`src/rtl/mipsPkg.sv`:
```
package mipsPkg;

    // machine word and register index widths
    localparam int DataWidth    = 32;
    localparam int RegAddrWidth = 5;

    // primary opcodes, instruction[31:26]
    typedef enum logic [5:0] {
        opRType = 6'h00,
        opJ     = 6'h02,
        opJal   = 6'h03,
        opBeq   = 6'h04,
        opBne   = 6'h05,
        opAddi  = 6'h08,
        opLui   = 6'h0f,
        opLw    = 6'h23,
        opSw    = 6'h2b
    } opcodeT;

    // r-type function codes, instruction[5:0]
    typedef enum logic [5:0] {
        fnSll = 6'h00,
        fnJr  = 6'h08,
        fnAdd = 6'h20,
        fnSub = 6'h22,
        fnAnd = 6'h24,
        fnOr  = 6'h25,
        fnSlt = 6'h2a
    } functT;

    // operation performed by the alu
    typedef enum logic [2:0] {
        aluAdd = 3'd0,
        aluSub = 3'd1,
        aluAnd = 3'd2,
        aluOr  = 3'd3,
        aluSlt = 3'd4,
        aluSll = 3'd5
    } aluOpT;

    // decoded control for one instruction
    typedef struct packed {
        // write to rd instead of rt
        logic  regDst;
        logic  jump;
        // link into $ra
        logic  jumpAndLink;
        logic  jumpRegister;
        // beq
        logic  branch;
        // bne
        logic  branchNe;
        logic  memWrite;
        logic  memtoReg;
        // operand b from the immediate
        logic  aluSrc;
        logic  regWrite;
        // operand a from shamt
        logic  shiftLeftLogical;
        logic  loadUpperImmediate;
        aluOpT aluOp;
    } ctrlT;

endpackage

```
`src/rtl/regFile.sv`:
```
`timescale 1ns/10ps

module regFile import mipsPkg::*; (
    input  logic                    clk,
    input  logic                    arstN,
    input  logic [RegAddrWidth-1:0] readRegister1,
    input  logic [RegAddrWidth-1:0] readRegister2,
    input  logic [RegAddrWidth-1:0] writeRegister,
    input  logic [DataWidth-1:0]    writeData,
    input  logic                    writeEnable,
    output logic [DataWidth-1:0]    readData1,
    output logic [DataWidth-1:0]    readData2,
    input  logic [RegAddrWidth-1:0] readRegisterDebug,
    output logic [DataWidth-1:0]    readDataDebug
);

    logic [DataWidth-1:0] regs [2**RegAddrWidth];

    always_ff @(posedge clk or negedge arstN) begin
        if (!arstN) begin
            for (int i = 0; i < 2**RegAddrWidth; i++) begin
                regs[i] <= '0;
            end
        end else if (writeEnable && writeRegister != '0) begin
            regs[writeRegister] <= writeData;
        end
    end

    // $zero reads 0 regardless of array contents
    assign readData1     = (readRegister1 == '0) ? '0 : regs[readRegister1];
    assign readData2     = (readRegister2 == '0) ? '0 : regs[readRegister2];
    assign readDataDebug = (readRegisterDebug == '0) ? '0 : regs[readRegisterDebug];

endmodule

```
`config.mk`:
```
export PLATFORM = sky130hd
export DESIGN_NAME = regFile
export DESIGN_NICKNAME = d
export VERILOG_FILES = /design/src/rtl/mipsPkg.sv /design/src/rtl/regFile.sv
export SDC_FILE = /design/constraint.sdc
export NUM_CORES = 2
export LEC_CHECK = 0
export BUFFER_PORTS_ARGS = -buffer_cell sky130_fd_sc_hd__buf_2
export CORE_MARGIN = 2
export CORE_UTILIZATION = 45
export CTS_BUF_LIST = sky130_fd_sc_hd__clkbuf_4 sky130_fd_sc_hd__clkbuf_8 sky130_fd_sc_hd__clkbuf_16
export DETAILED_ROUTE_END_ITERATION = 12
export PLACE_DENSITY_LB_ADDON = 0.15
export SLEW_MARGIN = 40
export SYNTH_ARGS = -nofsm -noshare
export SYNTH_HDL_FRONTEND = slang
export SYNTH_SLANG_ARGS = --single-unit
```
`constraint.sdc`:
```
create_clock -name clk -period 3.2 [get_ports clk]
set_input_delay 0.48 -clock clk [delete_from_list [all_inputs] [get_ports clk]]
set_output_delay 0.48 -clock clk [all_outputs]
set_load 0.02 [all_outputs]
```
Yosys cells after proc, flatten, opt, wreduce, memory -nomap -nowiden

Cells that the tools add are included.

Bits in registers: 1024
Bits of input ports: 55
Output and inout bits: 96
Word-level logic and storage cells: 62

Order comparisons: 5
Mux-type cells: 15
Bitwise logic cells: 4
Reduce and logical (&&, ||, !) cells: 6

Operator list:

| operator                                                   | number |
|---|---|
| bitwise mux 1024 bit                                       | 1 |
| binary-select mux 32 bit (select 5 bit)                    | 3 |
| 2-to-1 mux 32 bit                                          | 10 |
| demux 32 bit (select 5 bit)                                | 1 |
| >= comparator 6 bit, second input constant                 | 4 |
| NOT 5 -> 6 bit                                             | 4 |
| zero test 5 bit                                            | 3 |
| less-than comparator 6 x 1 -> 1 bit, second input constant | 1 |
| nonzero test 5 bit                                         | 1 |
| logical AND 1 bit                                          | 2 |

Logic depth before layout (Yosys ltp)

Word-level depth: 6
Mapped depth: 10

Least setup slack after synthesis

Ideal clock, no wire load.

Path kind: input to output
Start point: input readRegister1[2]
End point: output readData1[1]
Arrival time: 2.624 ns
Data required time: 2.720 ns
Slack: 0.096 ns
Stages: 6
Cells stage by stage: buf_2 or3b_2 buf_2 o221ai_1 a221oi_1 a2111oi_0

Cells in the longest elaborated chain, start to end: 5
Elaborated cells on any way between the ends: 6
Those cells by class: mux (4); bitwise (1); reduce/logical (1)

RTL lines:

| element                                              | RTL line      | RTL |
|---|---|---|
| start: declaration                                   | regFile.sv:6  | `input logic [RegAddrWidth-1:0] readRegister1,` |
| NOT 5 -> 6 bit (implied by the code)                 | regFile.sv:30 | `assign readData1 = (readRegister1 == '0) ? '0 : regs[readRegister1];` |
| binary-select mux 32 bit (select 5 bit)              | regFile.sv:30 |  |
| 2-to-1 mux 32 bit (implied by the code) (2 in a row) | regFile.sv:30 |  |
| 2-to-1 mux 32 bit (*)                                | regFile.sv:30 |  |
| end: declaration                                     | regFile.sv:11 | `output logic [DataWidth-1:0] readData1,` |

Every way passes the cells marked *; elsewhere a longest branch is shown, timed or not. The select of a mux whose other input is x is not followed.

Worst setup path after layout

Start point: input readRegister1[1]
End point: output readData1[15]

Same word-level chain as after synthesis.

==> impl_metrics.ini <==
[timing]
setup_violations = 3
finalCriticalPeriod_ns = 3.24
rsz0062_at_grt = yes
clock.fmax_mhz = 309
post-route-period-util = 1.01
holdWs_ns = 0.318
max_slew_margin = 0.339
slew_viol_final = 0
finalHoldViolCount = 0
clock_skew_ns = 0
worst_slew_pin_slew_ns = 0.987
fin_ws_ns = -0.0359

[floorplanning]
die_x_um = 376
die-height_um = 376
coreArea_um2 = 137000
ioPinCount = 151
die_area_um2 = 142000
fp-row-count = 136
start_util = 0.454

[setup_path]
start_kind = input pin
r2r_slack_ns = 2.27
cp.required_ns = 2.72
path_class = input pin to primary output
crit_path_max_fanout = 22
arrival_ns = 2.76
endpoint_kind = primary output

[cells_and_area]
top_regs = regs: 1024 flops
largest_reg_flops = 1024
top_register = regs
final_common_cell = mux2_2
final_cell_mix = mux2_2 (1055), dfrtp_1 (1024), mux4_2 (680), buf_4 (343), mux2i_1 (283)
syn_to_final_growth_pct = 19.4
drive_gt1_frac = 0.604
final_cell_area_um2 = 74400
fin_nets = 4504

[global_route]
gr-usage-all-layers = 0.340
antenna_found_initial = 14
grt_overflow = 0
grt_pass1_wl_um = 344000
grt_pass1_vias = 45100
grt_max_degree = 86

[placement]
place_area_um2 = 68700
hpwl_um = 156000
portBuffers = 150
place.gp.congestion = 0.900

[power]
p_per_area_nw_per_um2 = 601
leakagePower_nw = 31.8
p_total_mw = 44.7
irDropWorstVdd_mv = 0.408

[synthesis]
yosysWarningCount = 0
synth_compound_area_frac = 0.0476
synthMuxAreaShare = 0.482
synth_cells = 4204
ys_ff_latch = 1024
netlist-cell-type-count = 41
yosys.area.top_type = dfrtp_1
avgSynthCellArea_um2 = 14.8
synth-xor-area-share = 0
ys_top_cells_by_area = dfrtp_1 (41%), mux4_2 (25%), mux2_2 (19%)
synthArstFlopShare = 1.00
yosysSeqAreaShare = 0.411
synthesis.area_um2 = 62400
synth_top_family_by_area = multiplexers
synth_nets = 4259
synth-simple-area-share = 0.0215
yosys.area.top_type_share = 0.411
ys.flop_type = dfrtp_1
synth_edf_count = 0
synthAdderAreaFrac = 0

[clocking]
path_clk_slew_ns = 0.06
cts_made_buffers = 118
clockBufferDepth = 3
cts_root_buf = clkbuf_16
h-tree-depth = 3
cts_tree = done
clk-insertion-delay-late_ns = 0.74
clock-sinks = 1024

[route]
viasPerCell = 7.05
drt_iter0_drc = 4993
wl_um = 241000
vias = 44800
dr.pass1.iters = 6
remaining_drc_errors = 0
postRouteAntennaNets = 0
wl_per_cell_um = 37.9

[min_path]
hold_class = input pin to async pin

[run_status]
violations = negative setup slack
outcome = finished with violations

[job]
maxCapViolations = 0
-- cell type report --
class	count	area, um2
repair buffers	636	6510
multi-input cells	2667	35600
inverters	2	7.51
well taps	1794	2240
diodes	5	12.5
clock inverters	52	803
fillers	11200	63000
flip-flops and latches	1024	25600
clock buffers	172	3620
-- timing repair --
action | CTS | global route
setup buffers | 15 | 17
pin swaps | 27 | 11
resized for setup | 150 | 56
gates cloned | 0 | 3
hold buffers | 1 | 0
setup endpoints to repair | 58 | 45
hold endpoints to repair | 30 | 0
-- where the power goes --
part           switching, mW  total, mW  leakage (nW)  internal [mW]
Clock                   5.92       15.3          2.21           9.43
Combinational           4.71       11.4          16.4           6.66
Sequential              2.60       18.0          13.1           15.4
Total                   13.2       44.7          31.8           31.5
-- per-layer routing --
metal / global-route usage / vias up / wire length, um
met5: 0.00274 / - / 108
met4: 0.143 / 10 / 11000
met3: 0.0955 / 536 / 25600
met2: 0.502 / 2549 / 107000
met1: 0.473 / 24300 / 97200
li1: - / 17400 / -
-- path summary, 6_finish.rpt --
kind / start / end / depth (start not counted)
max: readRegister1[1] / readData1[15] / 10
min: arstN / regs[738]$_DFFE_PN0P_ / 2
max reg2reg: regs[678]$_DFFE_PN0P_ / regs[678]$_DFFE_PN0P_ / 2
min reg2reg: regs[992]$_DFFE_PN0P_ / regs[992]$_DFFE_PN0P_ / 0
max in group asynchronous: arstN / regs[922]$_DFFE_PN0P_ / 4
min in group clk: writeData[26] / regs[730]$_DFFE_PN0P_ / 2
-- worst max-delay path: stages --
cell and delay, ns:
buf_6 0.11, buf_12 0.15, or3_2 0.53, buf_12 0.23, o22ai_1 0.32, a2111oi_4 0.10
buf_4 0.16, nor3_2 0.31, buf_4 0.17, buf_2 0.15
-- cell families (layout without fill, tap and decap cells) --
group	count (synthesis)	count (layout)
buffers and inverters	513	862
and+or+nand+nor	245	245
DFF	1024	1024
other	0	5
AOI/OAI and AO/OA	403	403
muxes	2019	2019
-- synthesized netlist by cell type, drive strengths merged (31+ instances only) --
library cell	count
dfrtp	1024
mux4	680
a22oi	79
a211oi	56
clkbuf	268
nor3	67
o22ai	94
buf	243
nor2b	50
mux2	1056
nand2	31
mux2i	283
a21oi	40
a22o	47
-- stage by stage --
step | setup TNS (ns) | setup WS [ns] | cells | util
2_1_floorplan | 0 | 0.0960 | 4204 | -
3_3_place_gp | -4.44 | -1.23 | 6103 | 0.499
3_5_place_dp | -3.02 | -0.468 | 6106 | 0.500
4_1_cts | -0.335 | -0.128 | 6333 | 0.537
5_1_grt | -0.172 | -0.0490 | 6347 | 0.541
6_report | -0.0580 | -0.0359 | 6352 | 0.541
Note: power is estimated with default switching activity, not from simulation.
