--- src/rtl/mipsPkg.sv ---
package mipsPkg;

    // machine word and register index widths
    localparam int DataWidth    = 32;
    localparam int RegAddrWidth = 5;

    // primary opcodes, instruction[31:26]
    typedef enum logic [5:0] {
        opRType = 6'h00,
        opJ     = 6'h02,
        opJal   = 6'h03,
        opBeq   = 6'h04,
        opBne   = 6'h05,
        opAddi  = 6'h08,
        opLui   = 6'h0f,
        opLw    = 6'h23,
        opSw    = 6'h2b
    } opcodeT;

    // r-type function codes, instruction[5:0]
    typedef enum logic [5:0] {
        fnSll = 6'h00,
        fnJr  = 6'h08,
        fnAdd = 6'h20,
        fnSub = 6'h22,
        fnAnd = 6'h24,
        fnOr  = 6'h25,
        fnSlt = 6'h2a
    } functT;

    // operation performed by the alu
    typedef enum logic [2:0] {
        aluAdd = 3'd0,
        aluSub = 3'd1,
        aluAnd = 3'd2,
        aluOr  = 3'd3,
        aluSlt = 3'd4,
        aluSll = 3'd5
    } aluOpT;

    // decoded control for one instruction
    typedef struct packed {
        // write to rd instead of rt
        logic  regDst;
        logic  jump;
        // link into $ra
        logic  jumpAndLink;
        logic  jumpRegister;
        // beq
        logic  branch;
        // bne
        logic  branchNe;
        logic  memWrite;
        logic  memtoReg;
        // operand b from the immediate
        logic  aluSrc;
        logic  regWrite;
        // operand a from shamt
        logic  shiftLeftLogical;
        logic  loadUpperImmediate;
        aluOpT aluOp;
    } ctrlT;

endpackage

--- src/rtl/mipsAlu.sv ---
`timescale 1ns/10ps

module mipsAlu import mipsPkg::*; (
    input  ctrlT                 ctrl,
    input  logic [DataWidth-1:0] rsData,
    input  logic [DataWidth-1:0] rtData,
    input  logic [DataWidth-1:0] immExt,
    input  logic [4:0]           shamt,
    output logic [DataWidth-1:0] result,
    output logic                 zero
);

    logic [DataWidth-1:0] operandA;
    logic [DataWidth-1:0] operandB;
    logic                 lessThan;

    // sll takes the shift amount as operand a
    always_comb begin
        if (ctrl.shiftLeftLogical) begin
            operandA = {{(DataWidth-5){1'b0}}, shamt};
        end else begin
            operandA = rsData;
        end
    end

    always_comb begin
        if (ctrl.aluSrc) begin
            operandB = immExt;
        end else begin
            operandB = rtData;
        end
    end

    // signed compare for slt
    assign lessThan = $signed(operandA) < $signed(operandB);

    always_comb begin
        case (ctrl.aluOp)
            aluAdd: result = operandA + operandB;
            aluSub: result = operandA - operandB;
            aluAnd: result = operandA & operandB;
            aluOr:  result = operandA | operandB;
            aluSlt: result = {{(DataWidth-1){1'b0}}, lessThan};
            // rt shifted by shamt
            aluSll: result = operandB << operandA[4:0];
            default: result = '0;
        endcase
    end

    // used by beq and bne
    assign zero = (result == '0);

endmodule

--- config.mk ---
export PLATFORM = sky130hd
export DESIGN_NAME = mipsAlu
export DESIGN_NICKNAME = d
export VERILOG_FILES = /design/src/rtl/mipsPkg.sv /design/src/rtl/mipsAlu.sv
export SDC_FILE = /design/constraint.sdc
export NUM_CORES = 1
export LEC_CHECK = 0
export BUFFER_PORTS_ARGS = -buffer_cell sky130_fd_sc_hd__buf_2
export CAP_MARGIN = 10
export CORE_MARGIN = 3
export CORE_UTILIZATION = 33
export DETAILED_ROUTE_END_ITERATION = 6
export PLACE_DENSITY_LB_ADDON = 0.08
export SYNTH_ARGS = -nofsm -noshare
export SYNTH_HDL_FRONTEND = slang
export SYNTH_SLANG_ARGS = --single-unit
export TNS_END_PERCENT = 20
--- constraint.sdc ---
create_clock -name vclk -period 6.95
set_input_delay 1.0425 -clock vclk [all_inputs]
set_output_delay 1.0425 -clock vclk [all_outputs]
set_load 0.01 [all_outputs]
* Yosys cells after proc, flatten, opt, wreduce, memory -nomap -nowiden
Cells that the tools add are included.
** Storage, ports and cells
- Output and inout bits :: 33
- Input port bits :: 116
- Flip-flop bits (word level) :: 0
- Word-level logic and storage cells :: 16
** Operators by class
- Add/sub/neg operators :: 2
- Shift operators :: 1
- Bitwise operators :: 2
- Mux-type cells :: 3
- Equal/unequal tests :: 5
- Reduce and logical (&&, ||, !) cells :: 2
- $lt $le $gt $ge :: 1
** Operators with widths (number)
- 32-bit case mux with 6 select lines :: 1
- 32-bit two-way mux :: 2
- 32-bit adder :: 1
- 32-bit bitwise AND :: 1
- 32-bit zero test :: 1
- 32-bit < comparator :: 1
- 32-bit OR :: 1
- 32-bit by 5-bit left shift with 32-bit output :: 1
- 32-bit subtractor :: 1
- 3-bit by 2-bit == test with 1-bit output, second input constant :: 2
- 3-bit == test, second input constant :: 2
- 3-bit by 1-bit == test with 1-bit output, second input constant :: 1
- 3-bit zero test :: 1

* Logic depth before layout (Yosys ltp)
- Depth after elaboration :: 4
- Gate-level depth with buffers :: 19
- Gate-level depth less buffers :: 16

* Worst setup path after synthesis
Ideal clock, no wire load.
- Kind :: input port to output port
- Start :: input port ctrl[4] (netlist name)
- End :: output port zero
- Required time :: 5.907 ns
- Stages :: 19
- Buffers on the path :: 3
- Arrival time :: 5.200 ns
- Path slack :: 0.708 ns
- Path through :: buf_4 > mux2i_1 > inv_2 > buf_2 > buf_1 > ha_1 > inv_1 > fa_1 > nor2b_1 > o2111ai_1 > a211o_1 > a211oi_2 > o31ai_1 > a21oi_1 > o21ai_1 > nor4b_1 > or3_1 > nand4bb_1 > nor4_2
** Between the ends
- Cells in the longest elaborated chain, start to end :: 4
- Elaborated cells on any way between the ends :: 9
- Classes of those cells :: 2 x add/sub; 1 x order compare; 1 x shift; 2 x mux; 2 x bitwise; 1 x reduce/logical
** Ends and longest elaborated chain
- from (decl) :: line mipsAlu.sv:4 : input ctrlT ctrl,
- 32-bit two-way mux (*) :: line mipsAlu.sv:19 : if (ctrl.shiftLeftLogical) begin
- 32-bit subtractor (tied with other cells) :: line mipsAlu.sv:40 : aluSub: result = operandA - operandB;
- 32-bit case mux with 6 select lines (*) :: line mipsAlu.sv:38 : case (ctrl.aluOp)
- named net result[26] :: line mipsAlu.sv:9 : output logic [DataWidth-1:0] result,
- 32-bit zero test (*) :: line mipsAlu.sv:51 : assign zero = (result == '0);
- to (decl) :: line mipsAlu.sv:10 : output logic zero
Mark *: on every way through the listed nets, which the timed path passes. The rest lies on a longest branch.

* Final worst setup path
- Start :: input port ctrl[6] (netlist name)
- End :: output port zero
** Between the ends
- Cells in the longest elaborated chain, start to end :: 4
- Elaborated cells on any way between the ends :: 9
- Classes of those cells :: 2 x add/sub; 1 x order compare; 1 x shift; 2 x mux; 2 x bitwise; 1 x reduce/logical
** Ends and longest elaborated chain
- 32-bit two-way mux (*) :: line mipsAlu.sv:27 : if (ctrl.aluSrc) begin
- 32-bit subtractor (tied with other cells) :: line mipsAlu.sv:40
- 32-bit case mux with 6 select lines (*) :: line mipsAlu.sv:38
- 32-bit zero test (*) :: line mipsAlu.sv:51
Every way passes the cells marked *; elsewhere a longest branch is shown, timed or not.

==> metrics.yaml <==
job:
  max-cap-violations: 0
hold_path:
  hold_depth: 4
  hold_end: "result[1]"
  hp-start: "ctrl[2]"
  hp-class: "in -> out"
place:
  placed_area_um2: 9140
  io_buffers: 139
  place.gp.congestion: 0.958
  dp_hpwl_mm: 31.4
drt:
  drc: 0
  vias: 9780
  dr.pass1.iters: 6
  wire_per_inst_um: 23.7
  drt_iter0_drc: 1145
  drt_wl_total_mm: 38.5
  ant_nets: 0
  viasPerCell: 6.02
synth:
  synthMuxAreaShare: 0.132
  synth_compound_area_frac: 0.342
  synth_seq_area_share: 0
  syn-cell-area_um2: 7870
  synth_area_per_cell_um2: 6.65
  synth-xor-area-share: 0.0234
  ys_warn_count: 0
  synth_adder_area_share: 0.166
  synthSimpleGateAreaFrac: 0.240
  syn-num-nets: 1402
  synth.distinct_cells: 89
  synth_top_family_by_area: "compound AO/OA/AOI/OAI gates"
  syn_inst: 1183
pwr:
  clock_power_share: 0
  vdd_drop_max_v: 0.0000381
  p_sw_frac: 0.635
  powerDensity_nw_per_um2: 102
  finalPower_uw: 929
  p_leak_uw: 0.00423
  seqPwrFrac: 0
  pwr-share-comb: 1.000
  power_switching_uw: 590
  internal_power_uw: 339
floorplan:
  fp.dieH_um: 160
  start_util: 0.341
  core_um2: 23100
  die_area_um2: 25700
  ioPinCount: 149
  num_rows: 55
  die_w_um: 160
setup_path:
  crit_arrival_ns: 5.60
  cp_cell_sequence: "buf_2 > buf_12 > mux2i_2 > ha_1 > nor2_1 > o311ai_0 > buf_4 > a31o_2 > a21oi_1 > o211ai_1 > a22oi_1 > nand2_1 > o21ai_0 > o211ai_1 > or4b_1 > nor4_2 > buf_2"
  cp-start-kind: "primary input"
  cp.required_ns: 5.91
  worstPathMaxFanout: 31
  path_buf_inv: 4
  cpMaxStageDelayCell: "or4b_1"
  worstSetupEndpointType: "output port"
  crit_type: "in -> out"
  cpPeakStageDelay_ns: 0.63
  critical-path-top-delay-family: "compound AO/OA/AOI/OAI gates"
timing:
  report.final.slew_viol_count: 0
  maxSlewHeadroom: 0.443
  min_period_over_period: 0.956
  fmax_ghz: 0.151
  finalCriticalPeriod_ns: 6.64
  final_hold_viol_count: 0
  holdWs_ns: 2.74
  tightest_slew_ns: 0.831
  setup_viol: 0
  fin_setup_tns_ns: 0
  rsz0062_at_grt: "no"
global_routing:
  grt.overflow.total: 0
  grt_max_degree: 41
  antenna_found_initial: 1
  grt_pass1_wl_mm: 57.3
  grt_pass1_vias: 9226
  grt_use_total: 0.283
final_layout:
  antenna_cells: 0
  numSequentialCells: 0
  postLayoutCoreUtil: 0.396
  final_cell_mix: "139 x buf_2, 137 x nand2_1, 107 x nor2_1, 100 x ha_1, 98 x a21oi_1"
  nClkBuffers: 0
  layout_commonest_cell: "buf_2"
  fin_area_um2: 9140
  num-nets-final: 1533
  syn_to_final_growth_pct: 16.1
  layout.area.seq_um2: 0
  final_layout_size_suffix_gt1_frac: 0.207
status:
  status: "completed"
clock_network:
  cts_hold_buf: 0
per-stage QoR:
| step | std cells | worst slack, ns |
|---|---|---|
| final | 1625 | 0.307 |
| after global routing | 1625 | 0.0731 |
| after CTS | 1625 | 0.350 |
| after detailed placement | 1625 | 0.350 |
| after global placement | 1625 | 0.368 |
| after floorplan | 1183 | 0.708 |
power groups by stage:
stage	Sequential (uW)	Combinational (uW)	Clock (uW)
2_1_floorplan	0	583	0
3_3_place_gp	0	910	0
3_5_place_dp	0	905	0
4_1_cts	0	910	0
5_1_grt	0	1000	0
6_report	0	929	0
cell usage after synthesis (all sizes together), types with 28 or more instances:
library cell | n | area, um^2
a211oi | 28 | 220
a21oi | 98 | 490
buf | 33 | 214
clkbuf | 48 | 180
ha | 101 | 1260
inv | 96 | 363
mux2i | 78 | 862
nand2 | 137 | 514
nor2 | 108 | 408
nor2b | 37 | 231
o211ai | 31 | 238
o21ai | 79 | 395
cell type report:
type                       count  area [um^2]
fill                        2552        13900
multi-input combinational   1006         7130
timing repair buffer         210         1250
tap                          313          392
inverter                      96          363
how the worst max path moves through the flow:
stage / startpoint / slack, ns / end / cells after the start
floorplan: ctrl[4] / 0.71 / zero / 19
global placement: ctrl[6] / 0.37 / zero / 17
detailed placement: ctrl[6] / 0.35 / zero / 17
CTS: ctrl[6] / 0.35 / zero / 17
global route: ctrl[6] / 0.07 / zero / 17
finish: ctrl[6] / 0.31 / zero / 17
timing repair:
item	4_1_cts	5_1_grt
endpoints found under the hold margin	0	0
buffers inserted	0	0
endpoints found under the setup margin	0	1
gates resized for setup	0	1
tightest hold or removal path, cell delays in order:
cell,delay (ns)
buf_2,0.22
nor2_1,0.11
a21o_1,0.18
buf_2,0.14
logic make-up (layout without fill, tap and decap cells):
group           after synthesis  in the layout
simple gates                396            396
fa+ha+maj                   103            103
compound gates              397            397
xor+xnor                     21             21
buf+inv                     177            306
mux                          89             89
layer usage:
| metal | wire length, um | GRT usage | vias up |
|---|---|---|---|
| li1 | - | - | 4586 |
| met1 | 17400 | 0.407 | 4641 |
| met2 | 16600 | 0.441 | 498 |
| met3 | 3380 | 0.0485 | 53 |
| met4 | 1030 | 0.0639 | 2 |
| met5 | 13 | 0 | - |
No activity file was read; power rests on OpenSTA's default activity.
