==> config.mk <==
export PLATFORM = sky130hd
export DESIGN_NAME = opcodeControl
export DESIGN_NICKNAME = d
export VERILOG_FILES = /design/src/rtl/mipsPkg.sv /design/src/rtl/opcodeControl.sv
export SDC_FILE = /design/constraint.sdc
export NUM_CORES = 1
export LEC_CHECK = 0
export BUFFER_PORTS_ARGS = -buffer_cell sky130_fd_sc_hd__clkbuf_2
export CORE_AREA = 5 5 42 44
export DETAILED_ROUTE_END_ITERATION = 8
export DIE_AREA = 0 0 47 49
export PLACE_DENSITY = 0.5
export SLEW_MARGIN = 10
export SYNTH_ARGS = -nofsm -noshare
export SYNTH_HDL_FRONTEND = slang
export SYNTH_SLANG_ARGS = --single-unit
==> constraint.sdc <==
create_clock -name vclk -period 2.79
set_clock_uncertainty 0.05 [all_clocks]
set_input_delay 0.279 -clock vclk [all_inputs]
set_output_delay 0.279 -clock vclk [all_outputs]
set_load 0.01 [all_outputs]
==> src/rtl/mipsPkg.sv <==
package mipsPkg;

    // machine word and register index widths
    localparam int DataWidth    = 32;
    localparam int RegAddrWidth = 5;

    // primary opcodes, instruction[31:26]
    typedef enum logic [5:0] {
        opRType = 6'h00,
        opJ     = 6'h02,
        opJal   = 6'h03,
        opBeq   = 6'h04,
        opBne   = 6'h05,
        opAddi  = 6'h08,
        opLui   = 6'h0f,
        opLw    = 6'h23,
        opSw    = 6'h2b
    } opcodeT;

    // r-type function codes, instruction[5:0]
    typedef enum logic [5:0] {
        fnSll = 6'h00,
        fnJr  = 6'h08,
        fnAdd = 6'h20,
        fnSub = 6'h22,
        fnAnd = 6'h24,
        fnOr  = 6'h25,
        fnSlt = 6'h2a
    } functT;

    // operation performed by the alu
    typedef enum logic [2:0] {
        aluAdd = 3'd0,
        aluSub = 3'd1,
        aluAnd = 3'd2,
        aluOr  = 3'd3,
        aluSlt = 3'd4,
        aluSll = 3'd5
    } aluOpT;

    // decoded control for one instruction
    typedef struct packed {
        // write to rd instead of rt
        logic  regDst;
        logic  jump;
        // link into $ra
        logic  jumpAndLink;
        logic  jumpRegister;
        // beq
        logic  branch;
        // bne
        logic  branchNe;
        logic  memWrite;
        logic  memtoReg;
        // operand b from the immediate
        logic  aluSrc;
        logic  regWrite;
        // operand a from shamt
        logic  shiftLeftLogical;
        logic  loadUpperImmediate;
        aluOpT aluOp;
    } ctrlT;

endpackage

==> src/rtl/opcodeControl.sv <==
`timescale 1ns/10ps

module opcodeControl import mipsPkg::*; (
    input  opcodeT opcode,
    input  functT  funct,
    output ctrlT   ctrl
);

    always_comb begin
        // unknown codes fall through as a nop
        ctrl = '0;
        case (opcode)
            opRType: begin
                case (funct)
                    fnAdd: begin
                        ctrl.regDst   = 1'b1;
                        ctrl.regWrite = 1'b1;
                        ctrl.aluOp    = aluAdd;
                    end
                    fnSub: begin
                        ctrl.regDst   = 1'b1;
                        ctrl.regWrite = 1'b1;
                        ctrl.aluOp    = aluSub;
                    end
                    fnAnd: begin
                        ctrl.regDst   = 1'b1;
                        ctrl.regWrite = 1'b1;
                        ctrl.aluOp    = aluAnd;
                    end
                    fnOr: begin
                        ctrl.regDst   = 1'b1;
                        ctrl.regWrite = 1'b1;
                        ctrl.aluOp    = aluOr;
                    end
                    fnSlt: begin
                        ctrl.regDst   = 1'b1;
                        ctrl.regWrite = 1'b1;
                        ctrl.aluOp    = aluSlt;
                    end
                    fnSll: begin
                        ctrl.regDst           = 1'b1;
                        ctrl.regWrite         = 1'b1;
                        ctrl.shiftLeftLogical = 1'b1;
                        ctrl.aluOp            = aluSll;
                    end
                    fnJr: begin
                        ctrl.jumpRegister = 1'b1;
                    end
                    default: ctrl = '0;
                endcase
            end
            opAddi: begin
                ctrl.aluSrc   = 1'b1;
                ctrl.regWrite = 1'b1;
                ctrl.aluOp    = aluAdd;
            end
            opLui: begin
                ctrl.regWrite           = 1'b1;
                ctrl.loadUpperImmediate = 1'b1;
            end
            opLw: begin
                ctrl.aluSrc   = 1'b1;
                ctrl.memtoReg = 1'b1;
                ctrl.regWrite = 1'b1;
                ctrl.aluOp    = aluAdd;
            end
            opSw: begin
                ctrl.aluSrc   = 1'b1;
                ctrl.memWrite = 1'b1;
                ctrl.aluOp    = aluAdd;
            end
            // compare by subtraction, zero flag decides
            opBeq: begin
                ctrl.branch = 1'b1;
                ctrl.aluOp  = aluSub;
            end
            opBne: begin
                ctrl.branchNe = 1'b1;
                ctrl.aluOp    = aluSub;
            end
            opJ: ctrl.jump = 1'b1;
            opJal: begin
                ctrl.jump        = 1'b1;
                ctrl.jumpAndLink = 1'b1;
                ctrl.regWrite    = 1'b1;
            end
            default: ctrl = '0;
        endcase
    end

endmodule

# ---- Word-level counts from Yosys, hierarchy flattened
# Cells that the tools add are included.
dict set report word_totals {
  register_bits 0
  wordCells 38
  inputBits 12
  out_inout_bits 15
}
dict set report op_classes {
  eq_ne 14
  reduce_logical 7
  n_mux 17
}
# operator count
set ops {}
lappend ops {{equality test 6 bit (second input constant)} 7}
lappend ops {{equality test 6 x 4 -> 1 bit (second input constant)} 3}
lappend ops {{case mux 3 bit (5 select lines)} 1}
lappend ops {{2-to-1 mux 1 bit} 14}
lappend ops {{equality test 6 x 2 -> 1 bit (second input constant)} 2}
lappend ops {{equality test 6 x 3 -> 1 bit (second input constant)} 2}
lappend ops {{logical NOT 6 bit} 2}
lappend ops {{case mux 3 bit (2 select lines)} 1}
lappend ops {{OR reduction 6 bit} 1}
lappend ops {{OR reduction 2 bit} 2}
lappend ops {{OR reduction 4 bit} 1}
lappend ops {{OR reduction 3 bit} 1}
lappend ops {{case mux 1 bit (2 select lines)} 1}

# ---- Longest topological paths before layout
# Gate-level depths: netlist (run 1).
dict set report depth {
  depth_word 4
  depth_mapped 4
}

# ---- Worst setup path before layout (run 1)
# OpenSTA, ideal clock, no wires.
dict set report synth_path {
  path_kind {input-to-output}
  start {input port opcode[2]}
  end {output port ctrl[11] (netlist name)}
  slack_ps 518
  t_arrival_ps 1943
  path_buffers 0
  stages 4
  cell_sequence {or4_4 or4_4 or4_4 nor3b_2}
}
# element line
set synth_rtl {}
lappend synth_rtl {{start: declaration} opcodeControl.sv:4} ;# input opcodeT opcode,
lappend synth_rtl {{end: declaration} opcodeControl.sv:6} ;# output ctrlT ctrl

==> metrics.txt, run 1 <==
post-route setup slack=247 ps; unrepaired setup endpoints after global routing=no; aggregate negative setup slack=0 ps; Clock power frac=0; most area-hungry cell type in the Yosys netlist=sky130_fd_sc_hd__or4_4; number of vias after detailed routing=399; utilization after layout=0.289; count of buffers inserted at the top-level ports=27; endpoints failing setup=0; final critical path time including I/O delays and setup=2540 ps; DR WL/cell=10.5 um; run status=finished clean; final weighted congestion of routability-driven global placement=0.789; worst hold margin=814 ps; Cell Count Post-Placement=83; number of cells produced by synthesis=40; Pint=0.0158 mW; max-cap violations=0; flip-flop and latch area=0 sq um; area share of the largest cell type after synthesis=0.135; number of nets with antenna violations after routing=0; kind of capture point of the worst setup path=output port; arrival time of the worst setup path=2210 ps; total power density per cell area=89.4 mW/mm^2; number of diodes=0; sequential cell fraction of total power=0; Max transition margin=0.839; Post-Place Worst Slack=243 ps; detailed-routing iteration count for the pre-antenna-repair pass=4; combinational group share of total power=1.000; number of distinct library cells after synthesis=23; slew at the pin closest to its max-slew limit=238 ps; startpoint class of the critical path=primary input; post-route insts no fill=83; count of final max-slew check failures=0; GRT Resource Usage Total=0.0688; static leakage=0.202 nW; pin count of the biggest net entering global routing=9; register area share after synthesis=0; number of gates resized after cts=0; total congestion overflow=0; number of global-route vias before repair=341; sum of internal, switching and leakage power=0.0362 mW; number of sequential cells in the layout=0; wire length of the first global-routing pass=1300 um; final worst path period share=0.912; First DRT Iteration DRCs=1; mean cell area of the mapped netlist=6.26 sq um; switch share=0.564; required time at the endpoint of the critical path=2460 ps; DRC errors left=0; Setup Buffers After CTS=0; initial antenna violation count=0; Min-Delay Path Depth=3; standard cell area after detailed placement=405 sq um; die outline width=47 um; DRT Wirelength=870 um; number of nets in the final layout=81; maximum clock frequency=393 MHz; Hold Vio Cnt, Final=0; DP Wirelength=740 um; maximum fanout along the worst path=7; mean number of vias per cell=4.81; floorplan row count=14; vertical extent of the die=49 um; count of synthesis-stage warnings from yosys=0; area added between synthesis and finish=62.0%; worst setup path category=primary input to output port; reported net switching power=0.0204 mW; effective utilization at floorplan=0.179; clock buf count=0; core box area=0.00140 sq mm; post-synth design cell area=250 sq um; number of ports placed on the die boundary=27; type of the tightest min-delay check=primary input to output port; biggest area contributors in the synthesized netlist=sky130_fd_sc_hd__or4_4, sky130_fd_sc_hd__nor2_1, sky130_fd_sc_hd__nand2_1; final instance area=405 sq um; Mapped Nets=52; CTS Hold Buffers Added=0; die area=0.00230 sq mm; share of cells above drive strength 1=0.507; highest ir drop seen on vdd=0.0376 mV
-- area by class of cell --
cell class                 count  area (sq um)
timing repair buffer          27           135
inverter                       2          7.51
multi-input combinational     38           243
tap                           16          20.0
fill                         164           996
-- placed cells by master, fill, tap and decap left out --
cell / synthesis / final
sky130_fd_sc_hd__and2_1: 1 / 1
sky130_fd_sc_hd__o32ai_1: 1 / 1
sky130_fd_sc_hd__nand3b_1: 1 / 1
sky130_fd_sc_hd__inv_1: 2 / 2
sky130_fd_sc_hd__o21ai_0: 2 / 2
sky130_fd_sc_hd__nor3b_1: 2 / 2
sky130_fd_sc_hd__nand2_1: 6 / 6
sky130_fd_sc_hd__nor2_1: 7 / 7
sky130_fd_sc_hd__or4_4: 3 / 3
sky130_fd_sc_hd__and3b_2: 1 / 1
sky130_fd_sc_hd__nand4_1: 1 / 1
sky130_fd_sc_hd__nor3b_2: 1 / 1
sky130_fd_sc_hd__o211ai_1: 1 / 1
sky130_fd_sc_hd__xnor2_1: 1 / 1
sky130_fd_sc_hd__or2_2: 1 / 1
sky130_fd_sc_hd__a21oi_1: 1 / 1
sky130_fd_sc_hd__nor4b_1: 1 / 1
sky130_fd_sc_hd__or4b_2: 1 / 1
sky130_fd_sc_hd__nand3_1: 1 / 1
sky130_fd_sc_hd__a211oi_1: 1 / 1
sky130_fd_sc_hd__clkbuf_2: 0 / 27
sky130_fd_sc_hd__a2bb2oi_1: 1 / 1
sky130_fd_sc_hd__nor4_1: 1 / 1
sky130_fd_sc_hd__nor3_1: 2 / 2
-- critical path, stage by stage --
cell and delay (ps):
sky130_fd_sc_hd__clkbuf_2 130, sky130_fd_sc_hd__or4_4 550, sky130_fd_sc_hd__or4_4 480, sky130_fd_sc_hd__or4_4 440
sky130_fd_sc_hd__nor3b_2 180, sky130_fd_sc_hd__clkbuf_2 150
-- synth_stat cells, drive strengths merged --
cell and count:
nor2 7, nand2 6, nor3b 3, or4 3, inv 2, nor3 2
o21ai 2, a211oi 1, a21oi 1, a2bb2oi 1, and2 1, and3b 1
nand3 1, nand3b 1, nand4 1, nor4 1, nor4b 1, o211ai 1
o32ai 1, or2 1, or4b 1, xnor2 1
-- worst paths after layout --
check / end / slack (ps) / from
worst min-delay path: ctrl[10] / 810 / opcode[0]
worst max-delay path: ctrl[11] / 250 / opcode[2]
-- cell families after synthesis --
| family | after synthesis | share of synthesized area |
|---|---|---|
| simple gates | 30 | 0.745 |
| compound gates | 7 | 0.190 |
| buf+inv | 2 | 0.0300 |
| xor+xnor | 1 | 0.0350 |
-- power groups by stage --
stage          clock (mW)  sequential, mW  combinational [mW]
5_1_grt                 0               0              0.0406
6_report                0               0              0.0362
3_3_place_gp            0               0              0.0363
3_5_place_dp            0               0              0.0361
4_1_cts                 0               0              0.0363
2_1_floorplan           0               0              0.0158
-- metal layers --
layer  share of wire  GRT usage  routed length [um]  vias to the layer above
li1                -          -                   -                      211
met1            0.47      0.104                 411                      166
met2            0.41      0.113                 353                       22
met3            0.12          0                 106                        0
met4               0          0                   0                        0
met5               0          0                   0                        -
Power figures use the tool's default switching activity.
==> run 2, diff against run 1 <==
Settings changed: PLACE_DENSITY 0.5 to 0.49, RECOVER_POWER set to 100.
==> run 2 against run 1 <==
Net effect: global-route usage grew 0.77 points; largest power group unchanged; first-iteration DRC count grew to 4.0 times the previous value; total power shrank 2.2%; maximum frequency shrank 2.2%; cell count is the same; flip-flop and latch count is the same; critical path depth is the same; sequential share of layout area is the same; count of clock-buffer cells in the layout is the same; die area is the same; cell area shrank 4.0%.
==> metrics.txt, run 2 (same netlist as run 1, synthesis figures left out) <==
final worst path period share=0.932; mean number of vias per cell=4.82; number of nets with antenna violations after routing=0; maximum fanout along the worst path=7; vertical extent of the die=49 um; pin count of the biggest net entering global routing=9; effective utilization at floorplan=0.179; highest ir drop seen on vdd=0.0413 mV; standard cell area after detailed placement=405 sq um; maximum clock frequency=385 MHz; final weighted congestion of routability-driven global placement=0.721; max-cap violations=0; final critical path time including I/O delays and setup=2600 ps; area added between synthesis and finish=55.5%; worst setup path category=primary input to output port; most common cell after layout, fill and taps aside=sky130_fd_sc_hd__clkbuf_2; CTS Hold Buffers Added=0; detailed-routing iteration count for the pre-antenna-repair pass=4; Post-Place Worst Slack=252 ps; Hold Crit Start=opcode[0]; DP Wirelength=774 um; required time at the endpoint of the critical path=2460 ps; flip-flop and latch area=0 sq um; initial antenna violation count=0; post-route insts no fill=83; count of final max-slew check failures=0; clock buf count=0; Cell Count Post-Placement=83; number of ports placed on the die boundary=27; endpoints failing setup=0; number of vias after detailed routing=400; unrepaired setup endpoints after global routing=no; Setup Buffers After CTS=0; count of buffers inserted at the top-level ports=27; type of the tightest min-delay check=primary input to output port; total power density per cell area=91.1 mW/mm^2; Max transition margin=0.820; DRT Wirelength=896 um; worst hold margin=818 ps; Min-Delay Path Depth=3; sum of internal, switching and leakage power=0.0354 mW; die outline width=47 um; core box area=0.00140 sq mm; GRT Resource Usage Total=0.0765; post-route setup slack=191 ps; DRC errors left=0; leading cell types in the layout, fill and taps excluded=sky130_fd_sc_hd__clkbuf_2, sky130_fd_sc_hd__clkbuf_1, sky130_fd_sc_hd__nor2_1; kind of capture point of the worst setup path=output port; number of nets in the final layout=81; DR WL/cell=10.8 um; floorplan row count=14; wire length of the first global-routing pass=1480 um; arrival time of the worst setup path=2270 ps; number of diodes=0; First DRT Iteration DRCs=4; aggregate negative setup slack=0 ps; utilization after layout=0.278; startpoint class of the critical path=primary input; final instance area=389 sq um; run status=finished clean; share of cells above drive strength 1=0.343; number of global-route vias before repair=367; total congestion overflow=0; static leakage=0.165 nW; slew at the pin closest to its max-slew limit=270 ps; Hold Vio Cnt, Final=0; number of sequential cells in the layout=0; startpoint of the worst setup timing path=opcode[2]; number of gates resized after cts=0; die area=0.00230 sq mm
run 2: cell types whose count changed in the layout (fill, tap and decap cells not counted):
cell and delta:
sky130_fd_sc_hd__and2_0 +1, sky130_fd_sc_hd__and2_1 -1, sky130_fd_sc_hd__clkbuf_1 +10, sky130_fd_sc_hd__clkbuf_2 -10
sky130_fd_sc_hd__or4_1 +1, sky130_fd_sc_hd__or4_4 -1
run 2: critical path, cell delays in order:
cell                       delay [ps]
sky130_fd_sc_hd__clkbuf_2         130
sky130_fd_sc_hd__or4_4            550
sky130_fd_sc_hd__or4_1            520
sky130_fd_sc_hd__or4_4            460
sky130_fd_sc_hd__nor3b_2          180
sky130_fd_sc_hd__clkbuf_2         150
run 2: layer usage:
metal / vias up / part of all wire / track usage
met5: - / 0 / 0
met4: 0 / 0 / 0
met3: 0 / 0.10 / 0
met2: 21 / 0.40 / 0.111
met1: 167 / 0.49 / 0.130
li1: 212 / - / -
run 2: final timing paths:
kind	to
worst max-delay path	ctrl[11]
worst min-delay path	ctrl[10]
run 2: layout make-up:
class | instances | area, sq um
Tap cell | 16 | 20.0
Multi-Input combinational cell | 38 | 239
Fill cell | 182 | 1010
Timing Repair Buffer | 27 | 123
Inverter | 2 | 7.51
run 2: power breakdown:
group / internal, mW / leakage [nW] / total (mW) / switching [mW]
Clock: 0 / 0 / 0 / 0
Combinational: 0.0150 / 0.165 / 0.0354 / 0.0205
Sequential: 0 / 0 / 0 / 0
Total: 0.0150 / 0.165 / 0.0354 / 0.0205
==> run 3, diff against run 2 <==
Settings changed: ABC_AREA set to 1, PLACE_DENSITY 0.49 to 0.53.
==> run 3 against run 2 <==
Net effect: cell area grew 9.0%; critical path type unchanged; synthesized area grew 20%; critical path depth grew 2; non-clock buffer count is the same; via count grew 14%; highest routed layer unchanged; total power shrank 1.2%; synthesized cell count grew 53%; global-route usage grew 0.56 points.
==> metrics.txt, run 3 <==
run status=finished clean; sum of internal, switching and leakage power=0.0350 mW; register area share after synthesis=0; slew at the pin closest to its max-slew limit=395 ps; Post-Place Worst Slack=1260 ps; area added between synthesis and finish=41.3%; mean cell area of the mapped netlist=4.92 sq um; GRT Resource Usage Total=0.0821; Compound-Gate Fraction of Synth Area=0.0417; post-route insts no fill=104; mean number of vias per cell=4.37; final worst path period share=0.673; simple logic cell fraction of the synthesized area=0.758; most common cell after layout, fill and taps aside=sky130_fd_sc_hd__nor2_1; Cell Count Post-Placement=104; worst setup path category=primary input to output port; post-route setup slack=912 ps; wire length of the first global-routing pass=1570 um; post-synth design cell area=300 sq um; die outline width=47 um; maximum clock frequency=532 MHz; number of diodes=0; utilization after layout=0.303; clock buf count=0; count of synthesis-stage warnings from yosys=0; final critical path time including I/O delays and setup=1880 ps; share of cells above drive strength 1=0.216; worst hold margin=776 ps; CTS Hold Buffers Added=0; most used standard cells in the synthesized netlist=sky130_fd_sc_hd__inv_1, sky130_fd_sc_hd__nor2_1, sky130_fd_sc_hd__nand3_1; detailed-routing iteration count for the pre-antenna-repair pass=4; Mapped Nets=73; count of buffers inserted at the top-level ports=27; arrival time of the worst setup path=1550 ps; floorplan row count=14; die area=0.00230 sq mm; number of distinct library cells after synthesis=13; initial antenna violation count=0; endpoints failing setup=0; static leakage=0.286 nW; mux contribution to synthesized area=0; post-synthesis adder-cell area fraction=0; type of the tightest min-delay check=primary input to output port; number of ports placed on the die boundary=27; pin count of the biggest net entering global routing=6; DRT Wirelength=887 um; number of global-route vias before repair=415; Hold Crit Start=opcode[4]; most area-hungry cell type in the Yosys netlist=sky130_fd_sc_hd__nand3_1; kind of capture point of the worst setup path=output port; final instance area=424 sq um; DP Wirelength=839 um; First DRT Iteration DRCs=11; startpoint class of the critical path=primary input; number of cells produced by synthesis=61; DR WL/cell=8.53 um; vertical extent of the die=49 um; Max transition margin=0.735; total power density per cell area=82.6 mW/mm^2; count of final max-slew check failures=0; maximum fanout along the worst path=5; combinational family with the most area after synthesis=simple AND/OR/NAND/NOR gates; required time at the endpoint of the critical path=2460 ps; number of sequential cells in the layout=0; final weighted congestion of routability-driven global placement=0.794; flip-flop and latch area=0 sq um; Min-Delay Path Depth=3; worst min-delay path endpoint=ctrl[13]; max-cap violations=0; effective utilization at floorplan=0.214; DRC errors left=0; number of nets in the final layout=102; Setup Buffers After CTS=0; number of vias after detailed routing=454; leading cell types in the layout, fill and taps excluded=sky130_fd_sc_hd__nor2_1, sky130_fd_sc_hd__clkbuf_2, sky130_fd_sc_hd__inv_1; biggest area contributors in the synthesized netlist=sky130_fd_sc_hd__nand3_1, sky130_fd_sc_hd__inv_1, sky130_fd_sc_hd__nor2_1; total congestion overflow=0; aggregate negative setup slack=0 ps; standard cell area after detailed placement=455 sq um; area share of the largest cell type after synthesis=0.217; unrepaired setup endpoints after global routing=no; area share of xor/xnor cells in the synthesized design=0; core box area=0.00140 sq mm; number of gates resized after cts=0; Hold Vio Cnt, Final=0; highest ir drop seen on vdd=0.0288 mV; number of nets with antenna violations after routing=0
==> run 3: cell types whose count changed in the layout (fill, tap and decap cells not counted), sizes merged, moves of 2 or more <==
cell | before | now
inv | 2 | 15
nand4 | 1 | 4
nor3b | 3 | 0
o21ai | 2 | 0
or4 | 3 | 0
nand3 | 1 | 14
nor2 | 7 | 17
==> run 3: cell type report <==
| type | instances | area [sq um] |
|---|---|---|
| Timing Repair Buffer | 27 | 121 |
| Tap cell | 16 | 20.0 |
| Multi-Input combinational cell | 45 | 223 |
| Fill cell | 182 | 977 |
| Inverter | 16 | 60.1 |
==> run 3: metal layers <==
| metal | part of all wire | GRT usage | vias up |
|---|---|---|---|
| li1 | - | - | 250 |
| met1 | 0.43 | 0.117 | 183 |
| met4 | 0 | 0 | 0 |
| met2 | 0.45 | 0.138 | 21 |
| met5 | 0 | 0 | - |
| met3 | 0.12 | 0.00738 | 0 |
==> run 3: critical path, stage by stage <==
cell and delay (ps):
sky130_fd_sc_hd__clkbuf_2 100, sky130_fd_sc_hd__nor2_1 330, sky130_fd_sc_hd__nand3_4 100, sky130_fd_sc_hd__nor2_1 190, sky130_fd_sc_hd__clkinv_1 150, sky130_fd_sc_hd__o21bai_1 190
sky130_fd_sc_hd__nand2_1 60, sky130_fd_sc_hd__clkbuf_1 140
==> run 3: cell families (layout without fill, tap and decap cells) <==
kind of cell | Yosys count | after routing
AOI/OAI and AO/OA | 2 | 2
and+or+nand+nor | 43 | 43
buffers and inverters | 16 | 43
==> run 3: power breakdown <==
part	internal [mW]	switching (mW)	total, mW
clock	0	0	0
combinational	0.0127	0.0223	0.0350
sequential	0	0	0
total	0.0127	0.0223	0.0350
==> run 3: how the worst max path moves through the flow <==
stage	start	end	slack, ps
after floorplan	opcode[4]	ctrl[5]	1550
after global placement	opcode[2]	ctrl[5]	1280
after detailed placement	opcode[4]	ctrl[5]	1260
after CTS	opcode[4]	ctrl[5]	1260
after global routing	opcode[4]	ctrl[5]	690
final	opcode[4]	ctrl[5]	910
